### src/source/trace_consts.svh
/*
  Sizing and protocol constants for the trace-frame responder.
  Include in any file that needs the widths or the frame layout.
*/
`ifndef TRACE_CONSTS_SVH
`define TRACE_CONSTS_SVH

//////////////////////////////
// stream
//////////////////////////////
`define TRACE_WORD_W 32         // bits per stream word
`define TRACE_INDEX_W 10        // word position counter, frames up to 1024 words

//////////////////////////////
// frame layout
//////////////////////////////
`define TRACE_HDR_WORDS 6       // link header plus frame count
`define TRACE_INSTRET_OFFSET 9  // low word of the first record's instret

//////////////////////////////
// reply
//////////////////////////////
`define TRACE_REPLY_WORDS 9     // header, instret pair, sequence word
`define TRACE_LOSS_INTERVAL 10  // replies sent between two dropped ones

`endif

### src/source/tracePkg.sv
/*
  Shared data types of the trace-frame responder.
  Modules import it inside their body and use scoped names in port lists.
*/
`include "trace_consts.svh"

package tracePkg;

  // one word of the receive or transmit stream
  typedef logic [`TRACE_WORD_W-1:0] traceWordT;

  // header words, element 0 is the first word received
  typedef traceWordT [`TRACE_HDR_WORDS-1:0] headerT;

  // retired-instruction count, low word arrives first
  typedef traceWordT [1:0] instretT;

  // position of a word inside its frame
  typedef logic [`TRACE_INDEX_W-1:0] wordIndexT;

endpackage

### src/source/replyBuilder.sv
/*
  Reply side of the trace responder.
  After each received frame it sends a nine-word echo (header, instret pair,
  sequence word), drops one reply per loss interval and holds the receive
  stream off until the reply has gone out.
*/
`timescale 1ns/10ps
`include "trace_consts.svh"

module replyBuilder (
  input  logic                clk,
  input  logic                reset,
  input  logic                rxValid,
  input  logic                rxLast,
  output logic                rxReady,
  input  tracePkg::headerT    header,
  input  tracePkg::instretT   instret,
  output tracePkg::traceWordT txData,
  output logic                txValid,
  output logic                txLast,
  input  logic                txReady
);
  import tracePkg::*;

  localparam int COUNT_W   = $clog2(`TRACE_REPLY_WORDS);
  localparam int LOSS_W    = $clog2(`TRACE_LOSS_INTERVAL + 1);
  localparam int HDR_IDX_W = $clog2(`TRACE_HDR_WORDS);

  // reply slot map
  localparam logic [COUNT_W-1:0] HDR_END    = COUNT_W'(`TRACE_HDR_WORDS);
  localparam logic [COUNT_W-1:0] INSTRET_HI = COUNT_W'(`TRACE_HDR_WORDS + 1);
  localparam logic [COUNT_W-1:0] LAST_SLOT  = COUNT_W'(`TRACE_REPLY_WORDS - 1);
  localparam logic [LOSS_W-1:0]  LOSS_MAX   = LOSS_W'(`TRACE_LOSS_INTERVAL);

  typedef enum logic {stateIdle, stateSend} stateT;

  stateT              state;
  logic [COUNT_W-1:0] replyCount;  // slot of the word on txData
  logic [LOSS_W-1:0]  lossCount;   // replies since the last dropped one
  traceWordT          frameCount;  // frames completed since reset
  traceWordT          seqWord;
  logic               frameEnd;
  logic               dropReply;
  logic               txFire;

  //////////////////////////////
  // handshakes
  //////////////////////////////
  assign rxReady   = (state == stateIdle);    // no new frame while a reply is out
  assign frameEnd  = rxValid & rxReady & rxLast;
  assign dropReply = (lossCount == LOSS_MAX);
  assign txValid   = (state == stateSend);
  assign txLast    = txValid & (replyCount == LAST_SLOT);
  assign txFire    = txValid & txReady;

  // ordinal of the frame being answered
  assign seqWord = frameCount - traceWordT'(1);

  //////////////////////////////
  // idle/send FSM
  //////////////////////////////
  always_ff @(posedge clk) begin
    if (reset) begin
      state <= stateIdle;
    end else begin
      case (state)
        stateIdle: if (frameEnd && !dropReply) state <= stateSend;
        stateSend: if (txFire && txLast) state <= stateIdle;
        default: state <= stateIdle;
      endcase
    end
  end

  // advances only on a transfer, so txData holds under back-pressure
  always_ff @(posedge clk) begin
    if (reset) begin
      replyCount <= '0;
    end else if (txFire) begin
      replyCount <= txLast ? '0 : replyCount + COUNT_W'(1);
    end
  end

  //////////////////////////////
  // loss and frame counters
  //////////////////////////////
  always_ff @(posedge clk) begin
    if (reset) begin
      lossCount  <= '0;
      frameCount <= '0;
    end else if (frameEnd) begin
      lossCount  <= dropReply ? '0 : lossCount + LOSS_W'(1);  // wrap on the dropped frame
      frameCount <= frameCount + traceWordT'(1);  // dropped frames count too
    end
  end

  //////////////////////////////
  // reply word select
  //////////////////////////////
  always_comb begin
    txData = seqWord;  // closing slot
    if (replyCount < HDR_END) begin
      txData = header[replyCount[HDR_IDX_W-1:0]];
    end else if (replyCount == HDR_END) begin
      txData = instret[0];  // low half
    end else if (replyCount == INSTRET_HI) begin
      txData = instret[1];
    end
  end

endmodule

### src/source/traceResponder.sv
/*
  Top level of the trace-frame responder.
  Two captures watch the receive stream side by side, one for the header
  and one for the instret pair, and the reply builder echoes them back.
*/
`timescale 1ns/10ps
`include "trace_consts.svh"

module traceResponder (
  input  logic                clk,
  input  logic                reset,
  // receive stream
  input  tracePkg::traceWordT rxData,
  input  logic                rxValid,
  input  logic                rxLast,
  output logic                rxReady,
  // transmit stream
  output tracePkg::traceWordT txData,
  output logic                txValid,
  output logic                txLast,
  input  logic                txReady
);
  import tracePkg::*;

  headerT  header;   // words 0..5 of the last frame
  instretT instret;  // words 9 and 10

  wordCapture #(
    .payloadT   (headerT),
    .FIRST_WORD (wordIndexT'(0))
  ) headerCapture (
    .clk, .reset,
    .rxData, .rxValid, .rxReady, .rxLast,
    .payload (header)
  );

  wordCapture #(
    .payloadT   (instretT),
    .FIRST_WORD (wordIndexT'(`TRACE_INSTRET_OFFSET))
  ) instretCapture (
    .clk, .reset,
    .rxData, .rxValid, .rxReady, .rxLast,
    .payload (instret)
  );

  // owns rxReady and decides where a frame ends
  replyBuilder replyBuilder (
    .clk,
    .reset,
    .rxValid,
    .rxLast,
    .rxReady,
    .header,
    .instret,
    .txData,
    .txValid,
    .txLast,
    .txReady
  );

endmodule

### src/source/wordCapture.sv
/*
  Captures a run of consecutive words from the receive stream.
  The payload type sets how many words are kept and FIRST_WORD sets
  where in the frame the run starts. Slots the frame never reaches read as zero.
*/
`timescale 1ns/10ps
`include "trace_consts.svh"

module wordCapture #(
  parameter type payloadT = tracePkg::headerT,
  parameter tracePkg::wordIndexT FIRST_WORD = '0
) (
  input  logic                clk,
  input  logic                reset,
  input  tracePkg::traceWordT rxData,
  input  logic                rxValid,
  input  logic                rxReady,
  input  logic                rxLast,
  output payloadT             payload
);
  import tracePkg::*;

  // words held, derived from the payload size
  localparam int NUM_WORDS = $bits(payloadT) / `TRACE_WORD_W;

  wordIndexT                 wordIdx;  // position of the next word in the frame
  traceWordT [NUM_WORDS-1:0] slots;
  logic                      rxAccept;

  assign rxAccept = rxValid & rxReady;

  //////////////////////////////
  // word position in frame
  //////////////////////////////
  always_ff @(posedge clk) begin
    if (reset) begin
      wordIdx <= '0;
    end else if (rxAccept) begin
      if (rxLast) wordIdx <= '0;   // next word opens a new frame
      else wordIdx <= wordIdx + wordIndexT'(1);
    end
  end

  //////////////////////////////
  // payload slots
  //////////////////////////////
  // first word of a frame wipes every slot it does not load itself,
  // so a short frame leaves zeros behind
  always_ff @(posedge clk) begin
    if (rxAccept) begin
      for (int i = 0; i < NUM_WORDS; i++) begin
        if (wordIdx == FIRST_WORD + wordIndexT'(i)) slots[i] <= rxData;
        else if (wordIdx == '0) slots[i] <= '0;
      end
    end
  end

  assign payload = payloadT'(slots);  // same bit count, slot 0 lands in element 0

endmodule

### config.mk
export PLATFORM = sky130hd
export DESIGN_NAME = traceResponder
export DESIGN_NICKNAME = d
export VERILOG_FILES = /design/src/source/tracePkg.sv /design/src/source/replyBuilder.sv /design/src/source/traceResponder.sv /design/src/source/wordCapture.sv
export VERILOG_INCLUDE_DIRS = /design/src /design/src/source
export SDC_FILE = /design/constraint.sdc
export NUM_CORES = 1
export LEC_CHECK = 0
export BUFFER_PORTS_ARGS = -buffer_cell sky130_fd_sc_hd__buf_4
export CAP_MARGIN = 20
export CELL_PAD_IN_SITES_DETAIL_PLACEMENT = 0
export CELL_PAD_IN_SITES_GLOBAL_PLACEMENT = 1
export CORE_ASPECT_RATIO = 1.4
export CORE_MARGIN = 4
export CORE_UTILIZATION = 40
export DETAILED_ROUTE_END_ITERATION = 6
export PLACE_DENSITY = 0.76
export SLEW_MARGIN = 25
export SYNTH_ARGS = -nofsm -noshare
export SYNTH_HDL_FRONTEND = slang
export SYNTH_HIERARCHICAL = 1
export SYNTH_SLANG_ARGS = --single-unit
### constraint.sdc
create_clock -name clk -period 7.07 [get_ports clk]
set_clock_uncertainty 0.05 [all_clocks]
set_input_delay 1.0605 -clock clk [delete_from_list [all_inputs] [get_ports clk]]
set_output_delay 1.0605 -clock clk [all_outputs]
set_load 0.005 [all_outputs]
==> impl_metrics.tcl <==
set metrics [dict create \
    status "finished, final reports clean" \
    fmax_ghz 0.224 \
    synthArstFlopShare_pct 0 \
    die_x_um 175 \
    end_kind "output port" \
    place_congestion 0.829 \
    synth_nets 1344 \
    cp_top_family "simple AND/OR/NAND/NOR gates" \
    antenna_left 0 \
    grt_pass1_wl_um 59400 \
    switching_share_pct 23.5 \
    initialDrtViolationCount 627 \
    drc 0 \
    power.internal_uw 3250 \
    rsz0062_at_grt "false" \
    holdBufCountCts 0 \
    peakVddDrop_uv 148 \
    yosysWarnings 6 \
    core_area_um2 38400 \
    yosysSeqAreaShare_pct 57.4 \
    fp-row-count 85 \
    dr.pass1.iters 4 \
    power_density_nw_per_um2 242 \
    avgSynthCellArea_um2 12.0 \
    clock_sinks 317 \
    layout.nets 1383 \
    clkPwrFrac_pct 38.1 \
    grt_use_total_pct 18.0 \
    critPathBufInv 1 \
    ctsResizeCount 0 \
    yosys.area.top_type_share_pct 49.5 \
    worstPathArrival_ns 3.36 \
    clock_latency_ns 0.56 \
    layout_commonest_cell "edfxtp_1" \
    setup_ws_ns 2.60 \
    cts_root_buf "clkbuf_16" \
    synth_edf_count 256 \
    seqPwrFrac_pct 52.0 \
    io_pins 72 \
    pwr-share-comb_pct 9.9 \
    grt_pass1_vias 10200 \
    critPathRequiredTime_ns 5.96 \
    drive_gt1_share_pct 17.8 \
    path_cells "ha_1 -> nand3b_1 -> nand2_1 -> a21oi_1 -> a32oi_1 -> buf_4" \
    leakagePower_uw 0.00619 \
    antenna_found_initial 3 \
    maxCapViolations 0 \
    crit_type "flip-flop to output port" \
    clock_path_buffers 3 \
    num_vias 10200 \
    synthesis.area_um2 15500 \
    ys_types 75 \
    h-tree-depth 1 \
    path_clk_slew_ns 0.06 \
    ys.flop_type "edfxtp_1" \
    critPathMaxStageDelay_ns 0.73 \
    viasPerCell 5.43 \
    slowest_stage "dfxtp_4" \
    hold_class "flip-flop to flip-flop" \
    setup_viol 0 \
    cts_buffers 30 \
    final_area_um2 17600 \
    place_ws_ns 3.10 \
    finalWirelength_um 38500 \
    start_util_pct 40.4 \
    path_max_fanout 34 \
    setup.worst_path.start_class "flip-flop" \
    place_area_um2 16600 \
    grt_max_degree 45 \
    dp_hpwl_um 25400 \
    hold_viol_final 0 \
    max_slew_margin_pct 37.5 \
    slew_violations 0 \
    synthTopCellsByArea "edfxtp_1, and2_1, dfxtp_1, mux4_2, nor2_1" \
    die_area_um2 42100 \
    yosys_register_bits 317 \
    synth_area_leader_cell "edfxtp_1" \
    synth_cells 1294 \
    nFillCells 3485 \
    overflow 0 \
    max_slew.worst_pin.slew_ns 0.934 \
    period_share_pct 63.2 \
    p_sw_uw 1000 \
    wl_per_cell_um 20.4 \
    cts_setup_buffers 0 \
    fp.dieH_um 241 \
    fin_crit_ns 4.47 \
    fin_tns_setup_ns 0 \
    area_growth_pct 13.2 \
    cts_tree "done" \
    layout_common_cells "edfxtp_1, and2_1, nor2_1" \
    io_buffers 71 \
]
## state kept, by name (all words and copies together) (netlist names)
name / count
headerCapture/payload: 192
instretCapture/payload: 64
replyBuilder/frameCount: 32
headerCapture/wordIdx: 10
instretCapture/wordIdx: 10
replyBuilder/lossCount: 4
replyBuilder/replyCount: 4
replyBuilder/txValid: 1
## cell usage after synthesis (all sizes together), types with 5 or more instances
cell,n
edfxtp,256
and2,227
nor2,114
a21oi,80
dfxtp,61
clkbuf,56
nand2,40
xnor2,40
buf,33
mux4,32
mux2i,29
o21ai,29
nor4,27
nor3,25
inv,23
nand3,23
nand4,18
or3,14
ha,13
xor2,12
a221oi,11
or4,11
a211oi,9
a31oi,8
o31a,8
and4,7
mux2,7
a221o,5
nor4b,5
o22ai,5
## power groups by stage
stage | clock network, uW | registers (uW) | logic [uW]
2_1_floorplan | 0 | 2240 | 240
3_3_place_gp | 0 | 2240 | 418
3_5_place_dp | 0 | 2250 | 425
4_1_cts | 1650 | 2210 | 426
5_1_grt | 1730 | 2220 | 460
6_report | 1620 | 2210 | 422
## final timing paths
kind	depth (start not counted)	to	slack, ns	start
worst min register to register	2	instretCapture/wordIdx[9]$_SDFFE_PP0P_	0.43	instretCapture/wordIdx[9]$_SDFFE_PP0P_
worst max-delay path	6	txData[23]	2.60	replyBuilder/replyCount[0]$_SDFFE_PP0P_
worst max register to register	5	headerCapture/payload[29]$_DFFE_PP_	3.93	replyBuilder/txValid$_SDFF_PP0_
worst min-delay path	2	instretCapture/wordIdx[9]$_SDFFE_PP0P_	0.43	instretCapture/wordIdx[9]$_SDFFE_PP0P_
## worst min-delay path, delay by kind of cell, from the launching register on
kind,cells,cell delay [ns]
muxes,1,0.05
and+or+nand+nor,1,0.05
DFF,1,0.32
## area by class of cell
cell class,count,area [um2],area share (%)
Sequential cell,317,8910,50.7
Multi-Input combinational cell,864,6190,35.2
Clock buffer,39,806,4.58
Timing Repair Buffer,96,741,4.21
Tap cell,522,653,3.72
Clock inverter,17,174,0.990
Inverter,24,90.1,0.513
Antenna cell,2,5.00,0.0285
## layer usage
metal,track usage [%],up-vias,wire length (um)
met1,22.7,5118,15800
met2,32.2,218,19800
li1,-,4818,-
met4,5.45,2,1120
met5,0,-,20
met3,2.79,59,1790
## kinds of logic (layout without fill, tap and decap cells)
family	count (synthesis)	after routing	share of synthesized area [%]
buffers and inverters	113	176	3.34
other	0	2	0
AND/OR/NAND/NOR	539	539	20.4
AO/OA/AOI/OAI	192	192	7.88
adder cells (fa/ha/maj)	13	13	1.05
XOR/XNOR	52	52	2.93
multiplexers	68	68	7.02
flip-flops	317	317	57.4
## through the flow
step	std cells	power, uW	hold WS (ns)	utilization (%)
floorplan	1294	2480	0.393	-
global placement	1820	2660	0.405	43.1
detailed placement	1823	2680	0.419	43.2
CTS	1879	4290	0.428	45.8
global route	1881	4410	0.453	45.8
finish	1881	4250	0.426	45.8
Note: power is estimated with default switching activity, not from simulation.
